--- src/rtl/asg_pkg.sv ---
// shared widths, register map and stage payloads for the waveform generator
// pointer is 10.16 fixed point, the integer part indexes the 1024-entry table
// gain is signed 2.14, so 16384 is unity gain
package asg_pkg;

  //////////////////////////////
  // widths
  //////////////////////////////
  localparam int SAMPLE_W  = 14;           // dac sample
  localparam int TBL_AW    = 10;
  localparam int TBL_DEPTH = 1 << TBL_AW;  // 1024 entries
  localparam int PTR_FRAC  = 16;
  localparam int PTR_W     = TBL_AW + PTR_FRAC;  // 26
  localparam int GAIN_W    = 16;
  localparam int GAIN_FRAC = 14;
  localparam int MUL_W     = SAMPLE_W + GAIN_W;  // full product
  localparam int EVN_W     = 4;

  // axi4-lite
  localparam int TBL_SEL_BIT = 12;  // table vs register region
  localparam int AXI_AW      = TBL_SEL_BIT + 1;
  localparam int AXI_DW      = 32;

  typedef logic signed [SAMPLE_W-1:0]          sample_t;
  typedef logic        [TBL_AW-1:0]            tbl_addr_t;
  typedef logic        [PTR_W-1:0]             ptr_t;
  typedef logic signed [GAIN_W-1:0]            gain_t;
  typedef logic signed [MUL_W-GAIN_FRAC-1:0]   scl_t;  // product after shift
  typedef logic        [EVN_W-1:0]             evn_mask_t;
  typedef logic        [AXI_AW-1:0]            axi_addr_t;
  typedef logic        [AXI_DW-1:0]            axi_data_t;
  typedef logic        [1:0]                   axi_resp_t;
  typedef logic        [TBL_SEL_BIT-1:0]       reg_addr_t;

  localparam axi_resp_t RESP_OKAY = 2'b00;

  //////////////////////////////
  // register map, byte addresses
  //////////////////////////////
  localparam reg_addr_t REG_CTL     = 12'h000;  // wr pulses, rd running
  localparam reg_addr_t REG_MSK_STR = 12'h004;
  localparam reg_addr_t REG_MSK_STP = 12'h008;
  localparam reg_addr_t REG_MSK_TRG = 12'h00C;
  localparam reg_addr_t REG_SIZE    = 12'h010;
  localparam reg_addr_t REG_OFFS    = 12'h014;
  localparam reg_addr_t REG_STEP    = 12'h018;
  localparam reg_addr_t REG_MODE    = 12'h01C;  // bit0 wrap
  localparam reg_addr_t REG_GAIN    = 12'h020;
  localparam reg_addr_t REG_SUM     = 12'h024;

  typedef enum logic {IDLE, RUN} ptr_state_e;

  typedef struct packed {
    ptr_t      size;
    ptr_t      offs;
    ptr_t      step;
    logic      wrap;
    gain_t     gain;
    sample_t   sum;
    evn_mask_t msk_str;
    evn_mask_t msk_stp;
    evn_mask_t msk_trg;
  } asg_cfg_s;

  // field order matches REG_CTL write bits, ptr_rst is bit0
  typedef struct packed {
    logic trigger;
    logic stop;
    logic start;
    logic ptr_rst;
  } asg_ctl_s;

  typedef struct packed {
    logic      en;
    tbl_addr_t addr;
    sample_t   data;
  } tbl_wr_s;

  // pointer stage output
  typedef struct packed {
    logic      valid;
    tbl_addr_t addr;
    logic      last;
  } ptr_addr_s;

  typedef struct packed {
    logic    valid;
    sample_t data;
    logic    last;
  } stage_s;

endpackage
--- src/rtl/asg_regs.sv ---
// axi4-lite slave for the generator registers and the write-only sample table
// one outstanding write and one outstanding read, write strobes ignored
// addr bit 12 set selects the table, word index in bits 11:2
// table and unmapped reads return zero, every response is OKAY
module asg_regs (
  input  logic                 bus,
  input  logic                 rst_n,
  // axi4-lite
  input  asg_pkg::axi_addr_t   awaddr,
  input  logic                 awvalid,
  output logic                 awready,
  input  asg_pkg::axi_data_t   wdata,
  input  logic                 wvalid,
  output logic                 wready,
  output logic                 bvalid,
  input  logic                 bready,
  output asg_pkg::axi_resp_t   bresp,
  input  asg_pkg::axi_addr_t   araddr,
  input  logic                 arvalid,
  output logic                 arready,
  output logic                 rvalid,
  input  logic                 rready,
  output asg_pkg::axi_data_t   rdata,
  output asg_pkg::axi_resp_t   rresp,
  // generator side
  input  asg_pkg::evn_mask_t   evn_ext,
  input  logic                 running,
  output asg_pkg::asg_cfg_s    cfg,
  output asg_pkg::asg_ctl_s    ctl,
  output asg_pkg::tbl_wr_s     tbl_wr
);
  import asg_pkg::*;

  logic      wr_acc;   // aw and w taken together
  logic      rd_acc;
  logic      wr_reg;   // write hits register region
  reg_addr_t wa;
  reg_addr_t ra;
  asg_ctl_s  sw_ctl;   // software pulses, one cycle
  axi_data_t rd_val;

  //////////////////////////////
  // handshakes
  //////////////////////////////
  assign wr_acc  = awvalid & wvalid & ~bvalid;
  assign rd_acc  = arvalid & ~rvalid;
  assign awready = wr_acc;
  assign wready  = wr_acc;
  assign arready = rd_acc;
  assign bresp   = RESP_OKAY;
  assign rresp   = RESP_OKAY;

  assign wa     = awaddr[TBL_SEL_BIT-1:0];
  assign ra     = araddr[TBL_SEL_BIT-1:0];
  assign wr_reg = wr_acc & ~awaddr[TBL_SEL_BIT];

  always_ff @(posedge bus or negedge rst_n) begin
    if (!rst_n) begin
      bvalid <= 1'b0;
      rvalid <= 1'b0;
    end else begin
      if (wr_acc)      bvalid <= 1'b1;
      else if (bready) bvalid <= 1'b0;
      if (rd_acc)      rvalid <= 1'b1;
      else if (rready) rvalid <= 1'b0;
    end
  end

  //////////////////////////////
  // configuration
  //////////////////////////////
  always_ff @(posedge bus or negedge rst_n) begin
    if (!rst_n) begin
      cfg      <= '0;
      cfg.wrap <= 1'b1;  // wrap mode by default
      sw_ctl   <= '0;
    end else begin
      sw_ctl <= '0;  // pulses last one cycle
      if (wr_reg) begin
        case (wa)
          REG_CTL:     sw_ctl      <= asg_ctl_s'(wdata[3:0]);
          REG_MSK_STR: cfg.msk_str <= wdata[EVN_W-1:0];
          REG_MSK_STP: cfg.msk_stp <= wdata[EVN_W-1:0];
          REG_MSK_TRG: cfg.msk_trg <= wdata[EVN_W-1:0];
          REG_SIZE:    cfg.size    <= wdata[PTR_W-1:0];
          REG_OFFS:    cfg.offs    <= wdata[PTR_W-1:0];
          REG_STEP:    cfg.step    <= wdata[PTR_W-1:0];
          REG_MODE:    cfg.wrap    <= wdata[0];
          REG_GAIN:    cfg.gain    <= wdata[GAIN_W-1:0];
          REG_SUM:     cfg.sum     <= wdata[SAMPLE_W-1:0];
          default: ;   // unmapped, dropped
        endcase
      end
    end
  end

  // sw pulses are a cycle late, ext events act in the same cycle
  always_comb begin
    ctl.ptr_rst = sw_ctl.ptr_rst;
    ctl.start   = sw_ctl.start   | (|(evn_ext & cfg.msk_str));
    ctl.stop    = sw_ctl.stop    | (|(evn_ext & cfg.msk_stp));
    ctl.trigger = sw_ctl.trigger | (|(evn_ext & cfg.msk_trg));
  end

  // table write goes straight through, no response wait
  assign tbl_wr.en   = wr_acc & awaddr[TBL_SEL_BIT];
  assign tbl_wr.addr = awaddr[TBL_SEL_BIT-1:2];
  assign tbl_wr.data = wdata[SAMPLE_W-1:0];

  //////////////////////////////
  // read path
  //////////////////////////////
  always_comb begin
    rd_val = '0;
    if (!araddr[TBL_SEL_BIT]) begin
      case (ra)
        REG_CTL:     rd_val[0]            = running;
        REG_MSK_STR: rd_val[EVN_W-1:0]    = cfg.msk_str;
        REG_MSK_STP: rd_val[EVN_W-1:0]    = cfg.msk_stp;
        REG_MSK_TRG: rd_val[EVN_W-1:0]    = cfg.msk_trg;
        REG_SIZE:    rd_val[PTR_W-1:0]    = cfg.size;
        REG_OFFS:    rd_val[PTR_W-1:0]    = cfg.offs;
        REG_STEP:    rd_val[PTR_W-1:0]    = cfg.step;
        REG_MODE:    rd_val[0]            = cfg.wrap;
        REG_GAIN:    rd_val[GAIN_W-1:0]   = cfg.gain;    // raw bits, no sign ext
        REG_SUM:     rd_val[SAMPLE_W-1:0] = cfg.sum;
        default: ;
      endcase
    end
  end

  always_ff @(posedge bus) begin
    if (rd_acc) rdata <= rd_val;
  end

  // write response held until the master takes it
  a_bvalid_hold: assert property (@(posedge bus) disable iff (!rst_n)
    bvalid && !bready |=> bvalid);

endmodule

--- config.mk ---
export PLATFORM = sky130hd
export DESIGN_NAME = asg_regs
export DESIGN_NICKNAME = d
export VERILOG_FILES = /design/src/rtl/asg_pkg.sv /design/src/rtl/asg_regs.sv
export SDC_FILE = /design/constraint.sdc
export NUM_CORES = 1
export LEC_CHECK = 0
export BUFFER_PORTS_ARGS = -buffer_cell sky130_fd_sc_hd__buf_2
export CAP_MARGIN = 10
export CORE_MARGIN = 5
export CORE_UTILIZATION = 50
export CTS_CLUSTER_DIAMETER = 120
export DETAILED_ROUTE_END_ITERATION = 8
export PLACE_DENSITY = 0.87
export SYNTH_ARGS = -nofsm -noshare
export SYNTH_HDL_FRONTEND = slang
export SYNTH_SLANG_ARGS = --single-unit
--- constraint.sdc ---
create_clock -name bus -period 2.6 [get_ports bus]
set_clock_uncertainty 0.2 [all_clocks]
set_input_delay 0.13 -clock bus [delete_from_list [all_inputs] [get_ports bus]]
set_output_delay 0.13 -clock bus [all_outputs]
set_load 0.1 [all_outputs]
==> qor.txt <==
Outcome: finished clean
Crit Path Class: reg -> reg
Number of antenna violations at the first check in global routing: 0
CTS Buffer Depth: 2
Later-pin clock latency in the skew report: 420 ps
Fraction of registers with async set/reset: 83.0%
Commonest non-fill, non-tap cells in the layout: buf_2, dfrtp_1, mux2_2
Row cnt: 44
Slew Viols, Final: 0
Overall routing resource usage: 25.0%
Clk slew on worst S/H paths: 60 ps
Critical path arrival: 2510 ps
Worst Hold Class: in -> async
Nets: 895
Avg WL per Cell: 21.1 µm
Tmin final: 2410 ps
Ys flop type: dfrtp_1
Setup WS post-layout: 186 ps
Peak supply drop: 410 µV
Final hold slack: 55.4 ps
Via count: 5637
Non-Filler Instances: 1022
Internal: 4.16 mW
Worst-margin pin slew: 941 ps
Maxcap violations: 0
Antenna cells: 0
Io pins: 261
RSZ-0062 raised after global routing: no
CTS root buf: clkbuf_16
Initial drt markers: 237
Yosys warnings: 0
Worst rel slew slack: 36.8%
FMAX: 414 MHz
Starting density of the core: 50.9%
#FFs+latches synth: 153
Most common cell after layout, fill and taps aside: buf_2
CTS H-tree lvls: 4
Total Routed Length: 21.6 mm
Sequential area share after synthesis: 53.5%
Power Total: 5.78 mW
Final estimated routing congestion in global placement: 0.837
1st-pass router iterations: 7
Total core area: 14500 µm²
TritonCTS clock tree: built
Fin util: 66.9%
Post-synth EDFFs: 26
Final number of setup-violating endpoints: 0
Width of the die: 132 µm
Placed cells: 956
Remaining Overflow, GRT: 0
Avg Inst Size Synth: 13.0 µm²
Die H: 132 µm
P per Cell Area: 595 nW/µm²
Sequential power share: 43.0%
Layout area overhead: 31.3%
Synth area leaders: dfrtp_1, mux2_2, edfxtp_1
IO buf count: 244
DIE AREA: 17300 µm²
Pin count of the biggest net entering global routing: 61
Critical path endpoint category: flop
Placed cell area: 8780 µm²
Syn Inst Count: 570
Pre-CTS WS: 209 ps
Cell area after synthesis: 7400 µm²
Final Hold Viols: 0
Synth unique cells: 52
Vias in the first global route: 5973
Final period util: 92.8%
Final TNS setup: 0 ps
Clock power frac: 43.0%
Final ANT Viol Nets: 0
Net Sw Frac: 28.0%
Detailed Place HPWL: 14.6 mm
Drt drc: 0
First-pass GRT wire length: 34.3 mm
Switching pwr: 1.62 mW
Setup crit start kind: flop
Design Area, Final: 9720 µm²
CTS Buf Count: 17
Synth area leader: dfrtp_1
Worst path required time: 2700 ps
Total clock sinks: 153
Lkg Pwr: 4.99 nW
Logic pwr share: 14.0%
Crit path max fanout: 10
Layout cells sized above 1: 54.8%
Vias/cell: 5.52
Share of the synthesized area in the top cell type: 42.6%
[cells in the mapped netlist (2+ instances only)]
| library cell | count |
|---|---|
| dfrtp_1 | 126 |
| mux2i_1 | 16 |
| nor2_1 | 31 |
| nor4_4 | 4 |
| mux2_2 | 145 |
| mux2_1 | 4 |
| nand2b_1 | 3 |
| o21ai_0 | 17 |
| a22o_1 | 2 |
| buf_4 | 42 |
| nor3_1 | 6 |
| and2_1 | 17 |
| buf_6 | 3 |
| nand3_1 | 2 |
| nor2b_1 | 4 |
| a31oi_1 | 3 |
| edfxtp_1 | 26 |
| a211o_2 | 2 |
| buf_2 | 6 |
| nand2_1 | 23 |
| or4_1 | 2 |
| or4_4 | 2 |
| clkbuf_1 | 15 |
| a222oi_1 | 3 |
| or2_2 | 2 |
| nor4b_1 | 4 |
| or4b_1 | 2 |
| inv_1 | 2 |
| buf_1 | 3 |
| nor3b_1 | 2 |
| a21oi_1 | 20 |
| a22oi_1 | 10 |
| nand3b_1 | 2 |
[per-layer routing]
metal / global-route usage [%] / wire (µm) / vias to the layer above
met5: 0 / 0 / -
met4: 8.74 / 470 / 0
met3: 6.65 / 1390 / 34
met2: 41.8 / 10900 / 257
met1: 31.4 / 8750 / 2809
li1: - / - / 2537
[cells by family (layout without fill, tap and decap cells)]
logic type	after synthesis	after routing	synth area share, %
buf+inv	71	330	6.13
mux	166	166	25.1
simple gates	117	117	10.0
compound gates	62	62	5.17
other cells	1	10	0.0506
flops	153	153	53.5
[critical path, cell delays in order, from the launching register on]
cell and delay, ps:
dfrtp_4 470, and3b_1 330, nand4_4 260, or4_1 660, mux2_1 360
[state kept, by name, indices dropped and copies added, names as in the netlist]
register / count
cfg: 121
rdata: 26
sw_ctl: 3
bvalid: 1
ctl: 1
rvalid: 1
[what timing repair did]
| action | in CTS | in global routing |
|---|---|---|
| gates resized for setup | 0 | 0 |
| endpoints found under the hold margin | 179 | 0 |
| buffers inserted | 0 | 0 |
| hold buffers | 34 | 0 |
[layout make-up]
cell class / count / area (µm²)
Multi-Input combinational cell: 355 / 3150
Sequential cell: 153 / 3960
Clock buffer: 24 / 503
Timing Repair Buffer: 296 / 1770
Inverter: 2 / 7.51
Tap cell: 184 / 230
Clock inverter: 8 / 92.6
Fill cell: 1077 / 4810
[power groups by stage]
stage               clock network (mW)  logic [mW]  registers [mW]
floorplan                            0       0.384            2.74
global placement                     0       0.757            2.53
detailed placement                   0       0.762            2.53
CTS                               2.50       0.807            2.48
global route                      2.63       0.842            2.49
finish                            2.49       0.811            2.48
[worst paths after layout]
| kind | start | endpoint | slack (ps) | depth (start not counted) |
|---|---|---|---|---|
| setup / recovery | bvalid | cfg[1] | 190 | 4 |
| hold / removal | rst_n | rvalid | 60 | 2 |
| setup reg to reg | bvalid | cfg[1] | 190 | 4 |
| hold reg to reg | cfg[22] | cfg[22] | 330 | 1 |
| max in group asynchronous | rst_n | cfg[28] | 1390 | 3 |
| min in group bus | awaddr[4] | sw_ctl[1] | 60 | 4 |
Note: power is estimated with default switching activity, not from simulation.
