**src/rtl/asg_pkg.sv**
```systemverilog
// shared widths, register map and stage payloads for the waveform generator
// pointer is 10.16 fixed point, the integer part indexes the 1024-entry table
// gain is signed 2.14, so 16384 is unity gain
package asg_pkg;

  //////////////////////////////
  // widths
  //////////////////////////////
  localparam int SAMPLE_W  = 14;           // dac sample
  localparam int TBL_AW    = 10;
  localparam int TBL_DEPTH = 1 << TBL_AW;  // 1024 entries
  localparam int PTR_FRAC  = 16;
  localparam int PTR_W     = TBL_AW + PTR_FRAC;  // 26
  localparam int GAIN_W    = 16;
  localparam int GAIN_FRAC = 14;
  localparam int MUL_W     = SAMPLE_W + GAIN_W;  // full product
  localparam int EVN_W     = 4;

  // axi4-lite
  localparam int TBL_SEL_BIT = 12;  // table vs register region
  localparam int AXI_AW      = TBL_SEL_BIT + 1;
  localparam int AXI_DW      = 32;

  typedef logic signed [SAMPLE_W-1:0]          sample_t;
  typedef logic        [TBL_AW-1:0]            tbl_addr_t;
  typedef logic        [PTR_W-1:0]             ptr_t;
  typedef logic signed [GAIN_W-1:0]            gain_t;
  typedef logic signed [MUL_W-GAIN_FRAC-1:0]   scl_t;  // product after shift
  typedef logic        [EVN_W-1:0]             evn_mask_t;
  typedef logic        [AXI_AW-1:0]            axi_addr_t;
  typedef logic        [AXI_DW-1:0]            axi_data_t;
  typedef logic        [1:0]                   axi_resp_t;
  typedef logic        [TBL_SEL_BIT-1:0]       reg_addr_t;

  localparam axi_resp_t RESP_OKAY = 2'b00;

  //////////////////////////////
  // register map, byte addresses
  //////////////////////////////
  localparam reg_addr_t REG_CTL     = 12'h000;  // wr pulses, rd running
  localparam reg_addr_t REG_MSK_STR = 12'h004;
  localparam reg_addr_t REG_MSK_STP = 12'h008;
  localparam reg_addr_t REG_MSK_TRG = 12'h00C;
  localparam reg_addr_t REG_SIZE    = 12'h010;
  localparam reg_addr_t REG_OFFS    = 12'h014;
  localparam reg_addr_t REG_STEP    = 12'h018;
  localparam reg_addr_t REG_MODE    = 12'h01C;  // bit0 wrap
  localparam reg_addr_t REG_GAIN    = 12'h020;
  localparam reg_addr_t REG_SUM     = 12'h024;

  typedef enum logic {IDLE, RUN} ptr_state_e;

  typedef struct packed {
    ptr_t      size;
    ptr_t      offs;
    ptr_t      step;
    logic      wrap;
    gain_t     gain;
    sample_t   sum;
    evn_mask_t msk_str;
    evn_mask_t msk_stp;
    evn_mask_t msk_trg;
  } asg_cfg_s;

  // field order matches REG_CTL write bits, ptr_rst is bit0
  typedef struct packed {
    logic trigger;
    logic stop;
    logic start;
    logic ptr_rst;
  } asg_ctl_s;

  typedef struct packed {
    logic      en;
    tbl_addr_t addr;
    sample_t   data;
  } tbl_wr_s;

  // pointer stage output
  typedef struct packed {
    logic      valid;
    tbl_addr_t addr;
    logic      last;
  } ptr_addr_s;

  typedef struct packed {
    logic    valid;
    sample_t data;
    logic    last;
  } stage_s;

endpackage
```
**src/rtl/asg_scale.sv**
```systemverilog
// gain and offset, pipeline stages 3 and 4
// stage 3: sample * gain, then >>> GAIN_FRAC (floor)
// stage 4: + sum, saturated to the 14 bit signed range
// gain and sum are sampled when a sample enters each stage
module asg_scale (
  input  logic              bus,
  input  logic              rst_n,
  input  asg_pkg::stage_s   stage_in,
  input  asg_pkg::gain_t    gain,
  input  asg_pkg::sample_t  sum,
  input  logic              out_ready,
  output logic              ready_up,
  output asg_pkg::sample_t  out_data,
  output logic              out_valid,
  output logic              evn_lst
);
  import asg_pkg::*;

  logic signed [MUL_W-1:0] prod;
  logic signed [MUL_W-GAIN_FRAC:0] add;  // one bit of headroom
  scl_t    s3_data;
  logic    s3_vld;
  logic    s3_last;
  logic    ld3;
  logic    ld4;
  sample_t sat;

  assign ld4      = !out_valid || out_ready;
  assign ld3      = !s3_vld || ld4;
  assign ready_up = ld3;

  //////////////////////////////
  // stage 3, multiply
  //////////////////////////////
  assign prod = stage_in.data * gain;  // 14x16 signed

  always_ff @(posedge bus) begin
    if (ld3) s3_data <= prod[MUL_W-1:GAIN_FRAC];  // slice = floor shift
  end

  always_ff @(posedge bus or negedge rst_n) begin
    if (!rst_n) begin
      s3_vld  <= 1'b0;
      s3_last <= 1'b0;
    end else if (ld3) begin
      s3_vld  <= stage_in.valid;
      s3_last <= stage_in.valid && stage_in.last;
    end
  end

  //////////////////////////////
  // stage 4, offset + saturate
  //////////////////////////////
  assign add = s3_data + sum;  // both sign extended

  always_comb begin
    // fits when bits above the sample msb all copy the sign
    if (add[MUL_W-GAIN_FRAC:SAMPLE_W-1] == '0 || add[MUL_W-GAIN_FRAC:SAMPLE_W-1] == '1) begin
      sat = add[SAMPLE_W-1:0];
    end else if (add[MUL_W-GAIN_FRAC]) begin
      sat = {1'b1, {(SAMPLE_W-1){1'b0}}};  // most negative
    end else begin
      sat = {1'b0, {(SAMPLE_W-1){1'b1}}};  // most positive
    end
  end

  always_ff @(posedge bus) begin
    if (ld4) out_data <= sat;
  end

  always_ff @(posedge bus or negedge rst_n) begin
    if (!rst_n) begin
      out_valid <= 1'b0;
      evn_lst   <= 1'b0;
    end else if (ld4) begin
      out_valid <= s3_vld;
      evn_lst   <= s3_vld && s3_last;  // rides the final one-shot beat
    end
  end

  // stream data held while the sink stalls
  a_out_stable: assert property (@(posedge bus) disable iff (!rst_n)
    out_valid && !out_ready |=> out_valid && $stable(out_data));

endmodule

```
**config.mk**
```make
export PLATFORM = sky130hd
export DESIGN_NAME = asg_scale
export DESIGN_NICKNAME = d
export VERILOG_FILES = /design/src/rtl/asg_pkg.sv /design/src/rtl/asg_scale.sv
export SDC_FILE = /design/constraint.sdc
export NUM_CORES = 1
export LEC_CHECK = 0
export BUFFER_PORTS_ARGS = -buffer_cell sky130_fd_sc_hd__buf_2
export CAP_MARGIN = 10
export CORE_MARGIN = 2
export CORE_UTILIZATION = 60
export CTS_CLUSTER_DIAMETER = 50
export DETAILED_ROUTE_END_ITERATION = 10
export HOLD_SLACK_MARGIN = 0.06
export PLACE_DENSITY = 0.79
export SLEW_MARGIN = 30
export SYNTH_ARGS = -nofsm -noshare
export SYNTH_HDL_FRONTEND = slang
export SYNTH_SLANG_ARGS = --single-unit
```
**constraint.sdc**
```tcl
create_clock -name bus -period 3.7 [get_ports bus]
set_clock_uncertainty 0.05 [all_clocks]
set_input_delay 0.37 -clock bus [delete_from_list [all_inputs] [get_ports bus]]
set_output_delay 0.37 -clock bus [all_outputs]
set_load 0.01 [all_outputs]
```
==> run metrics, run 1 <==
synthesis-stage register bit count=34; vias per cell=roughly 5.4; routed wire length per instance=around 17 µm; DR WL met3=~1200 µm; TritonCTS Buffers=5; RR Endpoint=out_data[4]; CTS Buffer Depth=2; die width=134 µm; total number of vias=between 7000 and 8000; initial core utilization=0.612; first-pass GRT wire length=43000 µm; met2 WL=between 10000 and 15000 µm; register area=roughly 0.001 mm²; largest net degree at the start of global routing=20; area occupied by multi-input gates=about 0.0085 mm²; CP startpoint=stage_in[4]; Buf+Inv Stages, Crit Path=5; Initial DRC Count=between 300 and 400; area of the mapped netlist=0.0101 mm²; Arrival @ worst endpoint=5570 ps; Critical Path End=s3_data[15]; slowest CP cell=fa_1; die area=0.0178 mm²; cell repeated most along the worst path=fa_1; # DRC=0; r2r worst-path depth=12; final core occ=0.767; Cell Area, Placed=0.0118 mm²; maximum clock rate=179 MHz; clk_lat worst skew=approximately 280 ps; worst setup margin=-1890 ps; RSZ-0062 raised after global routing=yes; R2R Setup Slk=about 220 ps; Clk pin slew, worst setup/hold paths=50 ps; measured slew at the worst slew-check pin=~570 ps; Required @ worst endpoint=3680 ps; layout cells sized above 1=0.275; Avg Inst Size Synth=roughly 9.6 µm²; status=complete, but fails checks; vias in the first global route=approximately 9300; Crit path max-delay family=adder cells; final non-filler cell area=0.0126 mm²; Antenna Nets Post-Route=0; Inst Count DP=1433; # setup viols final=16; Seq/Total Area, Yosys=0.0994; MaxCap Viol Count=0; total grt overflow=0; final worst-path cycle share=1.51; met1 WL=just over 9000 µm; WS Path Type=input pin to register; GRT Total Usage=0.306; Fillers=between 1000 and 1500; CP max FO=5; number of cell rows=47; Yosys cell types=between 50 and 60; Pre-Repair DR Iteration Count=5; clock sinks=34; Ys Warns=0; failing checks=setup timing; CP startpoint kind=input pin; Mapped Cells=~1100; Antenna diodes=0; crit end category=register; Worst path depth=21; number of enable flip-flop cells after synthesis=30; r2r startpoint=s3_data[0]; GP Congestion=around 0.9; initial antenna violation count=0; Hold Fails Final Rpt=0; Final Critical Period=5590 ps; Rel. slew slack=0.618; syn nets=1402; Final Instance Count excl. Fillers=~1500; Core ar.=roughly 0.016 mm²; Hold Crit Class=input pin to register; Total Wirelength=between 20000 and 30000 µm; H-tree lvl count=2; CTS tree=built; die extent in y=between 100 and 150 µm; Root Driver=clkbuf_16; port buffer count=65; final max-slew violation count=0; Area Overhead vs Synth=25.5%; CP Cell Sequence=buf_12 -> and2_4 -> fa_1 -> inv_1 -> fa_1 -> inv_2 -> fa_1 -> fa_2 -> fa_1 -> inv_2 -> fa_1 -> inv_2 -> ha_4 -> nor2_4 -> a21oi_2 -> or2_4 -> o2111ai_4 -> nand4_1 -> a31oi_4 -> o21ai_2 -> xnor2_1; final net count=1598; io pins=between 60 and 70; peak per-stage delay on the critical path=slightly below 600 ps; ys flop type=edfxtp_1; uppermost layer routed=met4; Detail Placement HPWL=about 20000 µm; async set-reset flop share out of synthesis=0.118
-- routing by layer --
| layer | global-route usage | up-vias |
|---|---|---|
| li1 | - | 3575 |
| met4 | 0.138 | 0 |
| met1 | 0.340 | 4034 |
| met2 | 0.576 | 262 |
| met5 | 0 | - |
| met3 | 0.0449 | 94 |
-- worst min path at each step --
| stage | startpoint | end | depth (start not counted) |
|---|---|---|---|
| finish | stage_in[15] | s3_vld | 2 |
| global route | stage_in[15] | s3_vld | 2 |
| CTS | stage_in[15] | s3_vld | 2 |
| detailed placement | rst_n | evn_lst | 1 |
| global placement | rst_n | out_valid | 1 |
| floorplan | rst_n | evn_lst | 0 |
-- repair_timing --
action / 4_1_cts / 5_1_grt
gates resized for setup: 92 / 42
hold buffers: 1 / 0
hold endpoints to repair: 4 / 0
gates cloned: 1 / 0
pin swaps: 57 / 35
buffers inserted: 19 / 7
endpoints found under the setup margin: 16 / 16
-- final cells by class --
class,instances,share of cell area
Clock inverter,2,0.000693
Sequential cell,34,0.0792
Multi-Input combinational cell,736,0.671
Tap cell,220,0.0218
Timing Repair Buffer,222,0.144
Clock buffer,6,0.0102
Inverter,247,0.0734
-- layout by cell type (no fill, tap or decap), types with 5 or more instances in the layout --
master / netlist / routed
inv_1: 247 / 232
xor2_1: 14 / 14
a21o_1: 11 / 11
o21ai_2: 8 / 12
and2_1: 109 / 92
fa_1: 219 / 212
buf_12: 0 / 9
a21oi_2: 2 / 6
a21oi_1: 21 / 16
buf_2: 1 / 45
o21ai_1: 8 / 10
ha_4: 0 / 12
nor2_1: 22 / 16
and2_4: 0 / 17
ha_1: 84 / 72
buf_4: 0 / 136
and4_1: 5 / 5
xnor2_1: 22 / 20
buf_6: 2 / 25
nand2b_1: 14 / 14
nand2_1: 114 / 102
nor3_1: 6 / 5
edfxtp_1: 30 / 30
o21ai_0: 17 / 9
inv_2: 0 / 15
nand2_2: 0 / 11
fa_2: 0 / 7
clkbuf_16: 0 / 5
nand4_1: 5 / 5
nand3_1: 6 / 6
o21a_1: 5 / 5
-- Yosys cell counts, types with 2 or more instances --
cell	number	area [µm²]
o21a_1	5	37.5
clkbuf_1	30	113
nand4_1	5	31.3
xnor2_1	22	193
nor2_1	22	82.6
or2_2	2	12.5
a21oi_2	2	17.5
a211oi_1	5	37.5
o21bai_1	2	15.0
edfxtp_1	30	901
and2_1	109	682
o21ai_0	17	85.1
o31ai_1	2	15.0
and3_1	2	12.5
o21ai_2	8	70.1
a211o_1	2	17.5
and4_1	5	43.8
nand3_1	6	30.0
a21oi_1	21	105
xor2_1	14	123
nand2_1	114	428
a31oi_1	3	18.8
o211ai_1	3	22.5
dfrtp_1	4	100
nor3_1	6	30.0
a21o_1	11	82.6
nor2b_1	2	12.5
nand2b_1	14	87.6
inv_1	247	927
ha_1	84	1050
o21ai_1	8	40.0
buf_6	2	22.5
nor4_1	4	25.0
fa_1	219	4380
a221oi_1	2	17.5
-- logic make-up after synthesis --
kind of cell,count (synthesis),share of synthesized area
adders and majority gates,303,0.540
and+or+nand+nor,296,0.151
buffers and inverters,280,0.106
AOI/OAI and AO/OA,101,0.0727
xor gates and xnor gates,36,0.0313
DFF,34,0.0994
-- registers in the layout, indices dropped and copies added, names as in the netlist --
| signal | flops |
|---|---|
| s3_last | 1 |
| s3_vld | 1 |
| out_valid | 1 |
| evn_lst | 1 |
| out_data | 14 |
| s3_data | 16 |
-- per-stage QoR --
| step | setup slack (ps) | TNS, ps | hold WS [ps] |
|---|---|---|---|
| final | -1890 | -26220 | 241 |
| after global routing | -2050 | -28480 | 255 |
| after CTS | -1810 | -24760 | 245 |
| after detailed placement | -2190 | -30760 | 131 |
| after global placement | -2080 | -29330 | 124 |
| after floorplan | -1870 | -24440 | 24.4 |
Power of run 1 is left out: the tool's default activity adds up to more than one toggle a clock period on the data nets, which glitch-free logic cannot reach.
==> run 2: changes to the inputs <==
clock period = 6.4 ns   (was 3.7 ns; I/O delays follow)
==> run metrics, run 2 (synthesis gave the netlist of run 1 again) <==
status=complete, no violations; most common cell after layout, fill and taps aside=inv_1; number of cell rows=47; vias per cell=about 5.5; Setup TNS=0 ps; initial antenna violation count=0; vias in the first global route=8297; measured slew at the worst slew-check pin=approximately 840 ps; Antenna Nets Post-Route=0; Hold Crit Class=input pin to asynchronous set/reset pin; final core occ=0.667; Antenna diodes=0; clk_lat worst skew=around 270 ps; Total Wirelength=~21000 µm; CP startpoint kind=input pin; hold_buf cts=0; layout cells sized above 1=0.116; # setup viols final=0; CP max FO=5; CTS tree=built; GRT Total Usage=0.264; Initial DRC Count=391; io pins=66; largest net degree at the start of global routing=20; crit end category=register; RSZ-0062 raised after global routing=no; CP Cell Sequence=buf_2 -> buf_4 -> and2_1 -> fa_1 -> inv_1 -> fa_1 -> inv_1 -> fa_1 -> fa_1 -> fa_1 -> inv_1 -> fa_1 -> inv_1 -> ha_1 -> o21ai_1 -> a21oi_1 -> or2_2 -> o2111ai_1 -> nand4_1 -> a31oi_4 -> o21ai_0 -> xor2_1; # DRC=0; port buffer count=65; routed wire length per instance=roughly 16 µm; Buf+Inv Stages, Crit Path=6; CTS Buffer Depth=2; initial core utilization=0.612; first-pass GRT wire length=around 37000 µm; total number of vias=around 7400; Clk pin slew, worst setup/hold paths=around 50 ps; Final Critical Period=6120 ps; GP Congestion=0.891; Top Registers=s3_data (16), out_data (14); total grt overflow=0; clock sinks=34; die area=around 0.018 mm²; TritonCTS Buffers=5; MaxCap Viol Count=0; die extent in y=roughly 130 µm; final net count=approximately 1500; Fillers=around 1300; final worst-path cycle share=0.957; largest reg by FF count=s3_data; maximum clock rate=roughly 160 MHz; slowest CP cell=fa_1; Rel. slew slack=0.440; Crit path max-delay family=adder cells; Root Driver=clkbuf_16; Arrival @ worst endpoint=6090 ps; die width=between 100 and 150 µm; Required @ worst endpoint=6370 ps; Hold Fails Final Rpt=0; H-tree lvl count=2; cell repeated most along the worst path=fa_1; Pre-Repair DR Iteration Count=5; final max-slew violation count=0; Largest register FFs=16; most frequent cells in the layout=inv_1, fa_1, nand2_1, and2_1, ha_1; Area Overhead vs Synth=9.01%; peak per-stage delay on the critical path=around 530 ps; WS Path Type=input pin to register; Core ar.=between 0.015 and 0.02 mm²; Detail Placement HPWL=roughly 19000 µm
[run 2: cell types whose count changed in the layout (fill, tap and decap cells not counted), sizes merged]
cell         previous run  this run
buf                   219       104
bufbuf                  1         0
clkinv                  2         0
dlygate4sd3             1         0
[run 2: metal layers]
layer	share of wire	track usage	vias to the layer above
met2	0.56	0.519	197
met3	0.040	0.0358	71
met1	0.36	0.288	3738
li1	-	-	3346
met4	0.041	0.0934	0
met5	0	0	-
[run 2: repair_timing]
| item | in CTS | in global routing |
|---|---|---|
| buffers inserted | 0 | 0 |
| resized for setup | 0 | 4 |
| setup endpoints to repair | 0 | 3 |
[run 2: cell type report]
class | instances | area (µm²) | share of cell area
Tap cell | 220 | 275 | 0.0251
Inverter | 247 | 927 | 0.0845
Timing Repair Buffer | 104 | 618 | 0.0563
Multi-Input combinational cell | 736 | 8020 | 0.731
Clock buffer | 7 | 133 | 0.0121
Sequential cell | 34 | 1000 | 0.0912
[run 2: path summary, 6_finish.rpt]
kind | startpoint | end | slack [ps] | cells past startpoint
worst max-delay path | stage_in[3] | s3_data[14] | 280 | 22
worst min-delay path | rst_n | s3_last | 110 | 1
worst max register to register | s3_data[0] | out_data[2] | 2770 | 11
worst min register to register | s3_last | s3_last | 440 | 2
max in group asynchronous | rst_n | out_valid | 6070 | 1
min in group bus | s3_last | s3_last | 440 | 2
[run 2: per-stage QoR]
stage	instances	hold slack [ps]	instance area, µm²	setup WS [ps]
floorplan	1050	294	10100	186
global placement	1341	396	10800	39.1
detailed placement	1341	398	10800	-77.0
CTS	1348	111	11000	199
global route	1348	111	11000	16.8
finish	1348	112	11000	278
Power of run 2 is left out for the same reason.
